**config.mk**
```make
export PLATFORM = sky130hd
export DESIGN_NAME = sec_subsys_top
export DESIGN_NICKNAME = d
export VERILOG_FILES = /design/src/hw/sec_subsys_pkg.sv /design/src/hw/ahb_lite_fabric.sv /design/src/hw/soc_ifc_regs.sv /design/src/hw/doe_unit.sv /design/src/hw/iccm_mem.sv /design/src/hw/sec_subsys_top.sv
export SDC_FILE = /design/constraint.sdc
export NUM_CORES = 2
export LEC_CHECK = 0
export ABC_AREA = 0
export BUFFER_PORTS_ARGS = -buffer_cell sky130_fd_sc_hd__buf_2
export CORE_ASPECT_RATIO = 0.7
export CORE_MARGIN = 3
export CORE_UTILIZATION = 65
export CTS_CLUSTER_DIAMETER = 150
export DETAILED_ROUTE_END_ITERATION = 7
export MAX_ROUTING_LAYER = met4
export PLACE_DENSITY = 0.84
export SETUP_SLACK_MARGIN = 0.5
export SKIP_CTS_REPAIR_TIMING = 1
export SLEW_MARGIN = 40
export SYNTH_ARGS = -nofsm -noshare
export SYNTH_HDL_FRONTEND = slang
export SYNTH_SLANG_ARGS = --single-unit
```
**constraint.sdc**
```tcl
create_clock -name clk -period 10.08 [get_ports clk]
set_input_delay 2.016 -clock clk [delete_from_list [all_inputs] [get_ports clk]]
set_output_delay 2.016 -clock clk [all_outputs]
set_load 0.02 [all_outputs]
```
**src/hw/sec_subsys_pkg.sv**
```systemverilog
// Shared bus types, address map, register offsets and interrupt vectors, imported by every module
package sec_subsys_pkg;

    // ========================================================================
    // Bus
    // ========================================================================
    localparam int AHB_ADDR_W = 32;
    localparam int AHB_DATA_W = 32;

    localparam logic [1:0] HTRANS_IDLE   = 2'd0;
    localparam logic [1:0] HTRANS_NONSEQ = 2'd2;
    localparam logic       HRESP_OKAY    = 1'b0;
    localparam logic       HRESP_ERROR   = 1'b1;

    // Address phase, one per responder
    typedef struct packed {
        logic [AHB_ADDR_W-1:0] haddr;
        logic [1:0]            htrans;
        logic                  hwrite;
        logic [2:0]            hsize;
        logic                  hsel;
    } ahb_req_t;

    typedef struct packed {
        logic [AHB_DATA_W-1:0] hrdata;
        logic                  hreadyout;
        logic                  hresp;
    } ahb_rsp_t;

    // ========================================================================
    // Address map
    // ========================================================================
    typedef enum logic [1:0] {
        RESP_DOE     = 2'd0,
        RESP_SOC_IFC = 2'd1,
        RESP_ICCM    = 2'd2
    } resp_idx_e;

    localparam int NUM_RESP = 3;
    localparam int OFFSET_W = 8;

    // Indexed by resp_idx_e
    localparam logic [NUM_RESP-1:0][AHB_ADDR_W-1:0] RESP_BASE = {
        32'h4000_0000,   // ICCM
        32'h3003_0000,   // SoC interface
        32'h1000_0000    // DOE
    };
    localparam logic [NUM_RESP-1:0][AHB_ADDR_W-1:0] RESP_MASK = {NUM_RESP{32'h0000_00FF}};

    // ========================================================================
    // DOE
    // ========================================================================
    localparam int KEY_WORDS = 8;
    localparam logic [OFFSET_W-1:0] DOE_DATA_OFS   = 8'h00;
    localparam logic [OFFSET_W-1:0] DOE_STATUS_OFS = 8'h20;   // Bit 0 error, bit 1 notify

    // Used whenever the part is not debug locked
    localparam logic [KEY_WORDS-1:0][AHB_DATA_W-1:0] DEBUG_OBF_KEY = {
        32'hD0E0_0007, 32'hD0E0_0006, 32'hD0E0_0005, 32'hD0E0_0004,
        32'hD0E0_0003, 32'hD0E0_0002, 32'hD0E0_0001, 32'hD0E0_0000
    };

    // SoC interface register offsets
    localparam logic [OFFSET_W-1:0] SOC_GENERIC_OUT_OFS = 8'h00;
    localparam logic [OFFSET_W-1:0] SOC_ICCM_LOCK_OFS   = 8'h04;
    localparam logic [OFFSET_W-1:0] SOC_INTR_STATUS_OFS = 8'h08;
    localparam logic [OFFSET_W-1:0] SOC_INTR_TRIG_OFS   = 8'h0C;
    localparam logic [OFFSET_W-1:0] SOC_CLEAR_OBF_OFS   = 8'h10;
    localparam logic [OFFSET_W-1:0] SOC_BLOCKED_CNT_OFS = 8'h14;
    localparam logic [OFFSET_W-1:0] SOC_GENERIC_IN_OFS  = 8'h18;

    // Interrupt vectors, vector 0 is reserved so bit = vector - 1
    localparam int INTR_VEC_DOE_ERROR = 1;
    localparam int INTR_VEC_DOE_NOTIF = 2;
    localparam int INTR_VEC_SOC_ERROR = 3;
    localparam int INTR_VEC_SOC_NOTIF = 4;
    localparam int NUM_INTR           = 4;

endpackage

```
**src/hw/ahb_lite_fabric.sv**
```systemverilog
// Single-initiator AHB-Lite fabric: decodes, blocks disabled responders and muxes responses back
`timescale 1ns/1ns
module ahb_lite_fabric (
    input  logic                                                     clk,
    input  logic                                                     rst_i,
    input  sec_subsys_pkg::ahb_req_t                                 init_req_i,
    input  logic [sec_subsys_pkg::AHB_DATA_W-1:0]                    hwdata_i,
    input  logic [sec_subsys_pkg::NUM_RESP-1:0]                      resp_disable_i,
    input  sec_subsys_pkg::ahb_rsp_t [sec_subsys_pkg::NUM_RESP-1:0]  resp_rsp_i,
    output sec_subsys_pkg::ahb_req_t [sec_subsys_pkg::NUM_RESP-1:0]  resp_req_o,
    output logic [sec_subsys_pkg::AHB_DATA_W-1:0]                    resp_hwdata_o,
    output logic [sec_subsys_pkg::AHB_DATA_W-1:0]                    hrdata_o,
    output logic                                                     hready_o,
    output logic                                                     hresp_o,
    output logic                                                     access_blocked_o
);
    import sec_subsys_pkg::*;

    logic                addr_valid;    // Address phase accepted this cycle
    logic [NUM_RESP-1:0] hit;
    logic [NUM_RESP-1:0] grant;
    logic                hit_any;
    logic                blocked_any;
    resp_idx_e           sel_idx;

    logic      data_valid_q;            // A responder owns the data phase
    resp_idx_e data_sel_q;
    logic      err_first_q;             // Error response, wait cycle
    logic      err_second_q;            // Error response, final cycle

    // ========================================================================
    // Address phase decode
    // ========================================================================
    assign addr_valid = (init_req_i.htrans == HTRANS_NONSEQ) && hready_o;

    always_comb begin
        hit     = '0;
        sel_idx = RESP_DOE;
        for (int i = 0; i < NUM_RESP; i++) begin
            if ((init_req_i.haddr & ~RESP_MASK[i]) == RESP_BASE[i]) begin
                hit[i]  = 1'b1;
                sel_idx = resp_idx_e'(i);
            end
        end
    end

    assign hit_any          = |hit;
    assign blocked_any      = |(hit & resp_disable_i);
    assign grant            = addr_valid ? (hit & ~resp_disable_i) : '0;
    assign access_blocked_o = addr_valid && blocked_any;

    // Only the granted responder sees a live transfer
    always_comb begin
        for (int i = 0; i < NUM_RESP; i++) begin
            resp_req_o[i]        = init_req_i;
            resp_req_o[i].hsel   = grant[i];
            resp_req_o[i].htrans = grant[i] ? init_req_i.htrans : HTRANS_IDLE;
        end
    end

    assign resp_hwdata_o = hwdata_i;

    // ========================================================================
    // Data phase tracking
    // ========================================================================
    always_ff @(posedge clk) begin
        if (rst_i) begin
            data_valid_q <= 1'b0;
            data_sel_q   <= RESP_DOE;
            err_first_q  <= 1'b0;
            err_second_q <= 1'b0;
        end else begin
            err_first_q  <= addr_valid && (!hit_any || blocked_any);
            err_second_q <= err_first_q;
            if (hready_o) begin
                data_valid_q <= |grant;
                data_sel_q   <= sel_idx;
            end
        end
    end

    // Response mux, fabric error takes precedence
    always_comb begin
        hrdata_o = '0;
        hready_o = 1'b1;
        hresp_o  = HRESP_OKAY;
        if (err_first_q || err_second_q) begin
            hready_o = !err_first_q;
            hresp_o  = HRESP_ERROR;
        end else if (data_valid_q) begin
            hrdata_o = resp_rsp_i[data_sel_q].hrdata;
            hready_o = resp_rsp_i[data_sel_q].hreadyout;
            hresp_o  = resp_rsp_i[data_sel_q].hresp;
        end
    end

endmodule

```
**src/hw/soc_ifc_regs.sv**
```systemverilog
// SoC interface registers: generic wires, ICCM lock, secret clear, blocked counter and interrupts
`timescale 1ns/1ns
module soc_ifc_regs (
    input  logic                                  clk,
    input  logic                                  rst_i,
    input  sec_subsys_pkg::ahb_req_t              req_i,
    input  logic [sec_subsys_pkg::AHB_DATA_W-1:0] hwdata_i,
    input  logic                                  access_blocked_i,
    input  logic [sec_subsys_pkg::AHB_DATA_W-1:0] generic_input_i,
    output sec_subsys_pkg::ahb_rsp_t              rsp_o,
    output logic [sec_subsys_pkg::AHB_DATA_W-1:0] generic_output_o,
    output logic                                  iccm_lock_o,
    output logic                                  clear_obf_o,
    output logic                                  error_intr_o,
    output logic                                  notif_intr_o
);
    import sec_subsys_pkg::*;

    logic                  acc_valid_q;
    logic                  acc_write_q;
    logic [OFFSET_W-1:0]   acc_ofs_q;
    logic                  wr_en;
    logic [1:0]            intr_sts_q;      // Bit 0 error, bit 1 notify
    logic [7:0]            blocked_cnt_q;
    logic [AHB_DATA_W-1:0] rdata;

    // Address phase capture
    always_ff @(posedge clk) begin
        if (rst_i) begin
            acc_valid_q <= 1'b0;
            acc_write_q <= 1'b0;
            acc_ofs_q   <= '0;
        end else begin
            acc_valid_q <= req_i.hsel && (req_i.htrans == HTRANS_NONSEQ);
            acc_write_q <= req_i.hwrite;
            acc_ofs_q   <= req_i.haddr[OFFSET_W-1:0];
        end
    end

    assign wr_en = acc_valid_q && acc_write_q;

    // ========================================================================
    // Register writes
    // ========================================================================
    always_ff @(posedge clk) begin
        if (rst_i) begin
            generic_output_o <= '0;
            iccm_lock_o      <= 1'b0;
            clear_obf_o      <= 1'b0;
            intr_sts_q       <= '0;
            blocked_cnt_q    <= '0;
        end else begin
            if (wr_en) begin
                case (acc_ofs_q)
                    SOC_GENERIC_OUT_OFS: generic_output_o <= hwdata_i;
                    SOC_ICCM_LOCK_OFS:   iccm_lock_o      <= iccm_lock_o | hwdata_i[0];
                    SOC_INTR_STATUS_OFS: intr_sts_q       <= intr_sts_q & ~hwdata_i[1:0];
                    SOC_INTR_TRIG_OFS:   intr_sts_q[1]    <= intr_sts_q[1] | hwdata_i[1];
                    SOC_CLEAR_OBF_OFS:   clear_obf_o      <= clear_obf_o | hwdata_i[0];
                    default: ;
                endcase
            end
            if (access_blocked_i) begin
                intr_sts_q[0] <= 1'b1;      // Wins over a same-cycle clear
                if (blocked_cnt_q != 8'hFF) begin
                    blocked_cnt_q <= blocked_cnt_q + 8'd1;
                end
            end
        end
    end

    // Read mux, data valid in the data phase
    always_comb begin
        rdata = '0;
        if (acc_valid_q && !acc_write_q) begin
            case (acc_ofs_q)
                SOC_GENERIC_OUT_OFS: rdata = generic_output_o;
                SOC_ICCM_LOCK_OFS:   rdata = AHB_DATA_W'(iccm_lock_o);
                SOC_INTR_STATUS_OFS: rdata = AHB_DATA_W'(intr_sts_q);
                SOC_CLEAR_OBF_OFS:   rdata = AHB_DATA_W'(clear_obf_o);
                SOC_BLOCKED_CNT_OFS: rdata = AHB_DATA_W'(blocked_cnt_q);
                SOC_GENERIC_IN_OFS:  rdata = generic_input_i;
                default:             rdata = '0;
            endcase
        end
    end

    assign rsp_o.hrdata    = rdata;
    assign rsp_o.hreadyout = 1'b1;   // Zero wait states
    assign rsp_o.hresp     = HRESP_OKAY;

    assign error_intr_o = intr_sts_q[0];
    assign notif_intr_o = intr_sts_q[1];

endmodule

```
**src/hw/doe_unit.sv**
```systemverilog
// Obfuscation unit: stores bus words XORed with the selected key and raises status interrupts
`timescale 1ns/1ns
module doe_unit (
    input  logic                                  clk,
    input  logic                                  rst_i,
    input  sec_subsys_pkg::ahb_req_t              req_i,
    input  logic [sec_subsys_pkg::AHB_DATA_W-1:0] hwdata_i,
    input  logic [sec_subsys_pkg::KEY_WORDS-1:0][sec_subsys_pkg::AHB_DATA_W-1:0] obf_key_i,
    input  logic                                  debug_locked_i,
    input  logic                                  clear_obf_i,
    output sec_subsys_pkg::ahb_rsp_t              rsp_o,
    output logic                                  error_intr_o,
    output logic                                  notif_intr_o
);
    import sec_subsys_pkg::*;

    localparam int KEY_IDX_W = $clog2(KEY_WORDS);

    logic                                 acc_valid_q;
    logic                                 acc_write_q;
    logic [OFFSET_W-1:0]                  acc_ofs_q;
    logic [OFFSET_W-1:0]                  data_ofs;     // Offset inside the data window
    logic [KEY_IDX_W-1:0]                 word_idx;
    logic                                 is_data;
    logic                                 is_status;
    logic [KEY_WORDS-1:0][AHB_DATA_W-1:0] active_key;
    logic [AHB_DATA_W-1:0]                store_q [KEY_WORDS];
    logic [1:0]                           status_q;     // Bit 0 error, bit 1 notify
    logic [AHB_DATA_W-1:0]                rdata;

    // Cleared secrets beat debug key, debug key beats fuse key
    always_comb begin
        if (clear_obf_i) begin
            active_key = '0;
        end else if (!debug_locked_i) begin
            active_key = DEBUG_OBF_KEY;
        end else begin
            active_key = obf_key_i;
        end
    end

    always_ff @(posedge clk) begin
        if (rst_i) begin
            acc_valid_q <= 1'b0;
            acc_write_q <= 1'b0;
            acc_ofs_q   <= '0;
        end else begin
            acc_valid_q <= req_i.hsel && (req_i.htrans == HTRANS_NONSEQ);
            acc_write_q <= req_i.hwrite;
            acc_ofs_q   <= req_i.haddr[OFFSET_W-1:0];
        end
    end

    assign data_ofs  = acc_ofs_q - DOE_DATA_OFS;
    assign word_idx  = data_ofs[KEY_IDX_W+1:2];
    assign is_data   = (data_ofs < OFFSET_W'(4 * KEY_WORDS)) && (data_ofs[1:0] == 2'b00);
    assign is_status = (acc_ofs_q == DOE_STATUS_OFS);

    // Obfuscated store
    always_ff @(posedge clk) begin
        if (acc_valid_q && acc_write_q && is_data) begin
            store_q[word_idx] <= hwdata_i ^ active_key[word_idx];
        end
    end

    always_ff @(posedge clk) begin
        if (rst_i) begin
            status_q <= '0;
        end else if (acc_valid_q) begin
            if (!is_data && !is_status) begin
                status_q[0] <= 1'b1;                     // Bad offset
            end else if (acc_write_q && is_status) begin
                status_q <= status_q & ~hwdata_i[1:0];   // Write 1 to clear
            end else if (acc_write_q) begin
                status_q[1] <= 1'b1;
            end
        end
    end

    always_comb begin
        rdata = '0;
        if (acc_valid_q && !acc_write_q) begin
            if (is_data) begin
                rdata = store_q[word_idx];
            end else if (is_status) begin
                rdata = AHB_DATA_W'(status_q);
            end
        end
    end

    assign rsp_o.hrdata    = rdata;
    assign rsp_o.hreadyout = 1'b1;
    assign rsp_o.hresp     = HRESP_OKAY;   // Bad offsets still answer OKAY

    assign error_intr_o = status_q[0];
    assign notif_intr_o = status_q[1];

endmodule

```
**src/hw/iccm_mem.sv**
```systemverilog
// Zero-wait-state instruction memory behind the fabric, contents kept across reset
`timescale 1ns/1ns
module iccm_mem #(
    parameter int ICCM_DEPTH = 64
) (
    input  logic                                  clk,
    input  logic                                  rst_i,
    input  sec_subsys_pkg::ahb_req_t              req_i,
    input  logic [sec_subsys_pkg::AHB_DATA_W-1:0] hwdata_i,
    output sec_subsys_pkg::ahb_rsp_t              rsp_o
);
    import sec_subsys_pkg::*;

    localparam int IDX_W = $clog2(ICCM_DEPTH);

    logic                  acc_valid_q;
    logic                  acc_write_q;
    logic [IDX_W-1:0]      acc_idx_q;   // Word index from the address phase
    logic [AHB_DATA_W-1:0] mem [ICCM_DEPTH];

    always_ff @(posedge clk) begin
        if (rst_i) begin
            acc_valid_q <= 1'b0;
            acc_write_q <= 1'b0;
            acc_idx_q   <= '0;
        end else begin
            acc_valid_q <= req_i.hsel && (req_i.htrans == HTRANS_NONSEQ);
            acc_write_q <= req_i.hwrite;
            acc_idx_q   <= req_i.haddr[IDX_W+1:2];
        end
    end

    // Write lands at the end of the data phase
    always_ff @(posedge clk) begin
        if (acc_valid_q && acc_write_q) begin
            mem[acc_idx_q] <= hwdata_i;
        end
    end

    assign rsp_o.hrdata    = (acc_valid_q && !acc_write_q) ? mem[acc_idx_q] : '0;
    assign rsp_o.hreadyout = 1'b1;
    assign rsp_o.hresp     = HRESP_OKAY;

endmodule

```
**src/hw/sec_subsys_top.sv**
```systemverilog
// Subsystem top: bus fabric, DOE, SoC interface registers, ICCM and the interrupt vector
`timescale 1ns/1ns
module sec_subsys_top #(
    parameter int ICCM_DEPTH = 64
) (
    input  logic                                  clk,
    input  logic                                  rst_i,
    input  sec_subsys_pkg::ahb_req_t              ahb_req_i,
    input  logic [sec_subsys_pkg::AHB_DATA_W-1:0] hwdata_i,
    input  logic [sec_subsys_pkg::KEY_WORDS-1:0][sec_subsys_pkg::AHB_DATA_W-1:0] obf_key_i,
    input  logic                                  debug_locked_i,
    input  logic [sec_subsys_pkg::AHB_DATA_W-1:0] generic_input_i,
    output logic [sec_subsys_pkg::AHB_DATA_W-1:0] hrdata_o,
    output logic                                  hready_o,
    output logic                                  hresp_o,
    output logic [sec_subsys_pkg::AHB_DATA_W-1:0] generic_output_o,
    output logic [sec_subsys_pkg::NUM_INTR-1:0]   intr_o
);
    import sec_subsys_pkg::*;

    ahb_req_t [NUM_RESP-1:0] resp_req;
    ahb_rsp_t [NUM_RESP-1:0] resp_rsp;
    logic [AHB_DATA_W-1:0]   resp_hwdata;
    logic [NUM_RESP-1:0]     resp_disable;
    logic                    iccm_lock;
    logic                    access_blocked;
    logic                    clear_obf;
    logic                    doe_error_intr;
    logic                    doe_notif_intr;
    logic                    soc_error_intr;
    logic                    soc_notif_intr;

    // ========================================================================
    // Fabric
    // ========================================================================
    always_comb begin
        resp_disable            = '0;
        resp_disable[RESP_ICCM] = iccm_lock;   // Locked ICCM is off the bus
    end

    ahb_lite_fabric u_fabric (
        .clk              (clk),
        .rst_i            (rst_i),
        .init_req_i       (ahb_req_i),
        .hwdata_i         (hwdata_i),
        .resp_disable_i   (resp_disable),
        .resp_rsp_i       (resp_rsp),
        .resp_req_o       (resp_req),
        .resp_hwdata_o    (resp_hwdata),
        .hrdata_o         (hrdata_o),
        .hready_o         (hready_o),
        .hresp_o          (hresp_o),
        .access_blocked_o (access_blocked)
    );

    // ========================================================================
    // Responders
    // ========================================================================
    soc_ifc_regs u_soc_ifc (
        .clk              (clk),
        .rst_i            (rst_i),
        .req_i            (resp_req[RESP_SOC_IFC]),
        .hwdata_i         (resp_hwdata),
        .access_blocked_i (access_blocked),
        .generic_input_i  (generic_input_i),
        .rsp_o            (resp_rsp[RESP_SOC_IFC]),
        .generic_output_o (generic_output_o),
        .iccm_lock_o      (iccm_lock),
        .clear_obf_o      (clear_obf),
        .error_intr_o     (soc_error_intr),
        .notif_intr_o     (soc_notif_intr)
    );

    doe_unit u_doe (
        .clk            (clk),
        .rst_i          (rst_i),
        .req_i          (resp_req[RESP_DOE]),
        .hwdata_i       (resp_hwdata),
        .obf_key_i      (obf_key_i),
        .debug_locked_i (debug_locked_i),
        .clear_obf_i    (clear_obf),
        .rsp_o          (resp_rsp[RESP_DOE]),
        .error_intr_o   (doe_error_intr),
        .notif_intr_o   (doe_notif_intr)
    );

    iccm_mem #(
        .ICCM_DEPTH (ICCM_DEPTH)
    ) u_iccm (
        .clk      (clk),
        .rst_i    (rst_i),
        .req_i    (resp_req[RESP_ICCM]),
        .hwdata_i (resp_hwdata),
        .rsp_o    (resp_rsp[RESP_ICCM])
    );

    // Vector 0 is reserved, so each source sits at vector - 1
    always_comb begin
        intr_o                         = '0;
        intr_o[INTR_VEC_DOE_ERROR - 1] = doe_error_intr;
        intr_o[INTR_VEC_DOE_NOTIF - 1] = doe_notif_intr;
        intr_o[INTR_VEC_SOC_ERROR - 1] = soc_error_intr;
        intr_o[INTR_VEC_SOC_NOTIF - 1] = soc_notif_intr;
    end

endmodule

```
* Word level (Yosys, flattened, before mapping)
Memories as Yosys holds them, arrays and structs flattened. A register that Yosys moved wholly into a read port is not among the register bits.
Index checks and enable logic that the tools add are counted.
** Storage, ports and cells
- Word-level logic and storage cells :: 132
- Register bits after elaboration :: 69
- Bits in latches :: 0
- Bits in read-only memories :: 0
- Output and inout port bits :: 70
- Memories kept :: 2
- Bits in writable memories :: 2304
- Input port bits :: 362
** Memory list
- u_iccm.mem :: words 64, bits a word 32, read ports 1, clocked after memory_dff 1, wr ports 1, line iccm_mem.sv:19 : logic [AHB_DATA_W-1:0] mem [ICCM_DEPTH];
- u_doe.store_q :: words 8, bits a word 32, read ports 1, clocked after memory_dff 1, wr ports 1, line doe_unit.sv:27 : logic [AHB_DATA_W-1:0] store_q [KEY_WORDS];
** Operators by class
- Reduce and logical (&&, ||, !) cells :: 41
- Mux-type cells :: 41
- $mul :: 0
- Shift-type cells :: 0
- Add/subtract/negate cells :: 1
- $lt $le $gt $ge :: 3
- Bitwise logic cells :: 11
- Equality and inequality tests :: 15
- Divide/modulo/power cells :: 0
** Operator list (number)
- 256-bit two-way mux :: 2
- 32-bit two-way mux :: 7
- 32-bit case mux with 6 select lines :: 1
- 32-bit binary-select mux with 3-bit select :: 1
- 34-bit binary-select mux with 2-bit select :: 1
- 34-bit two-way mux :: 1
- 32-bit XOR :: 1
- 24-bit by 21-bit == test with 1-bit output (second input constant) :: 1
- 24-bit by 22-bit == test with 1-bit output (second input constant) :: 1
- 24-bit by 23-bit == test with 1-bit output (second input constant) :: 1
- 8-bit by 5-bit == test with 1-bit output (second input constant) :: 3
- 1-bit two-way mux :: 19
- 8-bit by 4-bit == test with 1-bit output (second input constant) :: 2
- 1-bit logical AND :: 16
- 2-bit AND reduction :: 7
- 2-bit two-way mux :: 5
- 2-bit nonzero test :: 5
- 3-bit OR reduction :: 3
- 8-bit by 1-bit adder with 8-bit output (second input constant) :: 1
- 2-bit == test (second input constant) :: 4
- 8-bit by 3-bit == test with 1-bit output (second input constant) :: 1
- 8-bit by 6-bit == test with 1-bit output (second input constant) :: 1
- 8-bit logical NOT :: 1
- 8-bit by 6-bit < comparator with 1-bit output (second input constant) :: 1
- other kinds (16) :: 26

* Logic depth before layout (Yosys ltp)
- Depth after elaboration :: 13
- Depth in mapped cells :: 12
- Depth with buffers taken out :: 6

* Modules after synthesis
A second synthesis with hierarchy kept.
** Second synthesis, totals
- Cells, all modules :: 5904
- Area total of the unflattened synthesis :: 95633.0 um2
** Modules (own cells, without submodules)
- iccm_mem :: area an instance 78261.3 um2, seq. area each 61659.1 um2, cells an instance 4394, instances 1
- doe_unit :: area an instance 12416.9 um2, seq. area each 7927.6 um2, cells an instance 831, instances 1
- soc_ifc_regs :: area an instance 2563.7 um2, seq. area each 1081.0 um2, cells an instance 323, instances 1
- ahb_lite_fabric :: area an instance 2357.3 um2, seq. area each 100.1 um2, cells an instance 351, instances 1
- sec_subsys_top :: area an instance 33.8 um2, seq. area each 0.0 um2, cells an instance 5, instances 1

* Worst setup path after synthesis
No wires, ideal clock.
- Kind :: in2out
- Start :: input generic_input_i[0] (netlist bit)
- End :: output hrdata_o[0] (netlist bit)
- Buffers on the path :: 0
- Setup slack :: 4683 ps
- Data required time :: 8064 ps
- Cell stages on the path :: 6
- Arrival :: 3381 ps
- Cells stage by stage :: mux2_2 > a22oi_1 > a21oi_1 > a22o_1 > o2bb2ai_1 > or4_1
** On the way
- Longest elaborated chain between the ends :: 6
** RTL lines
- start: declaration :: line sec_subsys_top.sv:12 : input logic [sec_subsys_pkg::AHB_DATA_W-1:0] generic_input_i,
- 32-bit case mux with 6 select lines :: line soc_ifc_regs.sv:76 : case (acc_ofs_q)
- 32-bit two-way mux :: line soc_ifc_regs.sv:75 : if (acc_valid_q && !acc_write_q) begin
- 34-bit binary-select mux with 2-bit select :: line ahb_lite_fabric.sv:91 : hrdata_o = resp_rsp_i[data_sel_q].hrdata;
- 34-bit two-way mux (not written as such) :: line ahb_lite_fabric.sv:91
- 32-bit two-way mux :: line ahb_lite_fabric.sv:90 : end else if (data_valid_q) begin
- 32-bit two-way mux :: line ahb_lite_fabric.sv:87 : if (err_first_q || err_second_q) begin
- end: declaration :: line sec_subsys_top.sv:13 : output logic [sec_subsys_pkg::AHB_DATA_W-1:0] hrdata_o,
No other way between the ends. The select of a mux whose other input is x is not followed.

* Worst setup path after layout
- Start :: register u_doe.acc_ofs_q[3]
- End :: output hrdata_o[19] (netlist bit)
** On the way
- Longest elaborated chain between the ends :: 8
- Elaborated cells between the ends (all ways) :: 16
- Classes of those cells :: 1 x order compare; 5 x eq/ne; 8 x mux; 2 x reduce/logical
** RTL lines
- start: declaration :: line doe_unit.sv:21 : logic [OFFSET_W-1:0] acc_ofs_q;
- start signal: assignment :: line doe_unit.sv:50 : acc_ofs_q <= req_i.haddr[OFFSET_W-1:0];
- 8-bit by 6-bit < comparator with 1-bit output :: line doe_unit.sv:56 : assign is_data = (data_ofs < OFFSET_W'(4 * KEY_WORDS)) && (data_ofs[1:0] == 2'b00);
- 1-bit logical AND :: line doe_unit.sv:56
- 32-bit two-way mux :: line doe_unit.sv:83 : if (is_data) begin
- 32-bit two-way mux :: line doe_unit.sv:82 : if (acc_valid_q && !acc_write_q) begin
- 34-bit binary-select mux with 2-bit select * :: line ahb_lite_fabric.sv:91
- 34-bit two-way mux (not written as such) * :: line ahb_lite_fabric.sv:91
- 32-bit two-way mux * :: line ahb_lite_fabric.sv:90
- 32-bit two-way mux * :: line ahb_lite_fabric.sv:87
Every way passes the cells marked *; elsewhere a longest branch is shown, timed or not. The select of a mux whose other input is x is not followed.

==> impl_metrics.py <==
metrics = {
    "clocking": {
        "tritoncts": "done",
        "cts_buffers": 197,
        "clock_latency_ns": 0.84,
        "h-tree-depth": 4,
        "clock_sinks": 2367,
        "clockBufferDepth": 3,
        "path_clk_slew_ns": 0.06,
        "root_buffer": "clkbuf_16",
    },
    "timing": {
        "worst_slack_ns": 2.29,
        "setup_viol": 0,
        "period_share": 0.773,
        "slew_headroom": 0.277,
        "hold_slack_ns": 0.477,
        "rsz0062_at_grt": "false",
        "skew_ns": 0.0253,
        "max_freq_mhz": 128,
        "setup-tns-final_ns": 0,
        "drv_slew": 0,
        "tightest_slew_ns": 1.08,
        "period_needed_ns": 7.79,
        "hold_viol": 0,
    },
    "detailed_routing": {
        "wirelength_um": 319000,
        "drc": 1,
        "wl_per_cell_um": 43.6,
        "vias": 56744,
        "drt_iter0_markers": 12620,
        "antenna_left": 0,
        "via_per_inst": 7.77,
        "drt_pre_antenna_iters": 8,
    },
    "placed_design": {
        "place_inst": 6894,
        "place.detailed.hpwl_um": 184000,
        "post-place-ws_ns": 3.75,
        "portBuffers": 427,
        "routabilityCongestion": 0.988,
    },
    "run_status": {
        "violations": "DRC",
        "status": "finished with violations",
    },
    "setup_path": {
        "cp-end-kind": "output pin",
        "timing_worst_setup_path_type": "reg -> out",
        "cp.arrival_ns": 5.77,
        "worstSetupStartpointType": "register",
        "path_max_fanout": 86,
        "crit_required_ns": 8.06,
    },
    "yosys": {
        "synth_warnings": 0,
        "synth_top_area_frac": 0.735,
        "synthCells": 4675,
        "synth.avg_cell_area_sq_um": 20.1,
        "ys.flop_type": "edfxtp_1",
        "synth_seq_cells": 2367,
        "ys_async_sr_fraction": 0,
        "synth_most_common_cell": "edfxtp_1",
        "synth_area_leaders": "edfxtp_1, mux4_2, mux2i_1, dfxtp_1, nand2_1",
        "seq_area_frac_synth": 0.748,
        "syn-num-nets": 5038,
        "ys_types": 78,
        "netlist_area_sq_um": 94200,
        "synth_edf_count": 2304,
        "synth_top_area_cell": "edfxtp_1",
        "synthTopCellsByCount": "edfxtp_1, mux4_2, nand2_1",
    },
    "global_routing": {
        "grt_usage": 0.442,
        "grt_first_pass_wirelength_um": 437000,
        "grt_max_degree": 114,
        "grt.overflow.total": 0,
        "antenna_found_initial": 39,
        "grt_pass1_vias": 55158,
    },
    "worst_hold_path": {
        "hp-class": "reg -> reg",
    },
    "floorplanning": {
        "rows": 116,
        "die-area_sq_um": 150000,
        "die_h_um": 324,
        "core_sq_um": 143000,
        "die_w_um": 461,
        "floorplan.initialDensity": 0.657,
        "io_pins": 432,
    },
    "layout": {
        "n_fill_cell": 7652,
        "nets": 5574,
        "post-route-util": 0.737,
        "area_growth_pct": 12.3,
        "fin_cells": 7303,
        "drive_above_1_share": 0.300,
    },
    "run": {
        "max_cap_violations": 0,
    },
    "pwr": {
        "power_leakage_nw": 33.7,
        "powerDensity_nw_per_um2": 185,
        "vdd_drop_max_mv": 0.195,
    },
}
cells by family after synthesis:
group | count (synthesis) | synth area share
AO/OA/AOI/OAI | 489 | 0.0342
buffers and inverters | 297 | 0.0183
flip-flops | 2367 | 0.748
XOR/XNOR | 39 | 0.00363
AND/OR/NAND/NOR | 650 | 0.0321
multiplexers | 832 | 0.164
adder cells (fa/ha/maj) | 1 | 0.000133
area by class of cell:
class / instances / area [sq um] / area share
Sequential cell: 2367 / 70500 / 0.666
Multi-Input combinational cell: 2011 / 22800 / 0.215
Clock buffer: 244 / 5250 / 0.0497
Tap cell: 1888 / 2360 / 0.0223
Antenna cell: 40 / 100 / 0.000947
Timing Repair Buffer: 624 / 3850 / 0.0364
Clock inverter: 119 / 912 / 0.00863
Inverter: 10 / 46.3 / 0.000438
where the power goes:
group / leakage [nW] / switching (mW) / total, mW / internal [mW]
registers: 21.2 / 0.0148 / 10.8 / 10.8
logic: 9.45 / 0.761 / 1.16 / 0.396
clock network: 3.02 / 3.56 / 7.57 / 4.01
final timing paths:
| path | start | to | slack (ns) | depth (start not counted) |
|---|---|---|---|---|
| worst max-delay path | u_doe.acc_ofs_q[3]$_SDFF_PP0_ | hrdata_o[19] | 2.29 | 8 |
| worst min-delay path | u_soc_ifc.generic_output_o[8]$_SDFFE_PP0P_ | u_soc_ifc.generic_output_o[8]$_SDFFE_PP0P_ | 0.48 | 2 |
| worst max register to register | u_doe.acc_ofs_q[3]$_SDFF_PP0_ | u_iccm.mem[27][9]$_DFFE_PP_ | 5.22 | 6 |
| worst min register to register | u_soc_ifc.generic_output_o[8]$_SDFFE_PP0P_ | u_soc_ifc.generic_output_o[8]$_SDFFE_PP0P_ | 0.48 | 2 |
critical path: stages (launching register included):
cell	delay, ns
dfxtp_4	0.80
buf_12	0.43
buf_4	0.78
mux4_2	0.42
mux2i_1	0.64
o22ai_1	0.21
nor3_1	0.75
a211oi_1	0.29
buf_2	0.25
per-stage QoR:
stage | instance area, sq um | total power, mW
floorplan | 94200 | 11.6
global placement | 99200 | 12.1
detailed placement | 99300 | 12.1
CTS | 105000 | 19.5
global route | 106000 | 19.9
finish | 106000 | 19.6
metal layers:
| metal | vias to the layer above | track usage | routed length [um] |
|---|---|---|---|
| met4 | 0 | 0.220 | 20200 |
| met2 | 6689 | 0.587 | 137000 |
| met3 | 1198 | 0.193 | 60000 |
| met1 | 28311 | 0.587 | 102000 |
| li1 | 20546 | - | - |
| met5 | - | - | 0 |
registers in the layout, indices dropped and copies added, names as in the netlist, named ones only:
| register | cells |
|---|---|
| u_iccm.acc_valid_q | 1 |
| u_doe.acc_ofs_q | 7 |
| u_fabric.data_valid_q | 1 |
| u_soc_ifc.acc_valid_q | 1 |
| u_doe.acc_valid_q | 1 |
| u_soc_ifc.clear_obf_o | 1 |
| u_iccm.mem | 2048 |
| u_fabric.data_sel_q | 2 |
| u_iccm.acc_idx_q | 1 |
| u_soc_ifc.intr_sts_q | 1 |
| u_soc_ifc.generic_output_o | 32 |
| u_doe.acc_write_q | 1 |
| u_fabric.err_first_q | 1 |
| u_doe.store_q | 256 |
| u_fabric.err_second_q | 1 |
| u_soc_ifc.iccm_lock_o | 1 |
| u_soc_ifc.blocked_cnt_q | 8 |
| u_doe.status_q | 2 |
cells in the final DEF (no fill, tap or decap), drive strengths merged, types with 28 or more instances in the layout:
cell type	count
mux4	563
nor3	35
mux2	28
a21oi	131
edfxtp	2304
clkinv	97
nor2	147
o21ai	70
o22ai	51
clkbuf	245
nor2b	28
nand2	256
xor2	31
dfxtp	63
buf	623
a22oi	103
mux2i	241
diode	40
nand3	70
(Power assumes the default switching activity.)
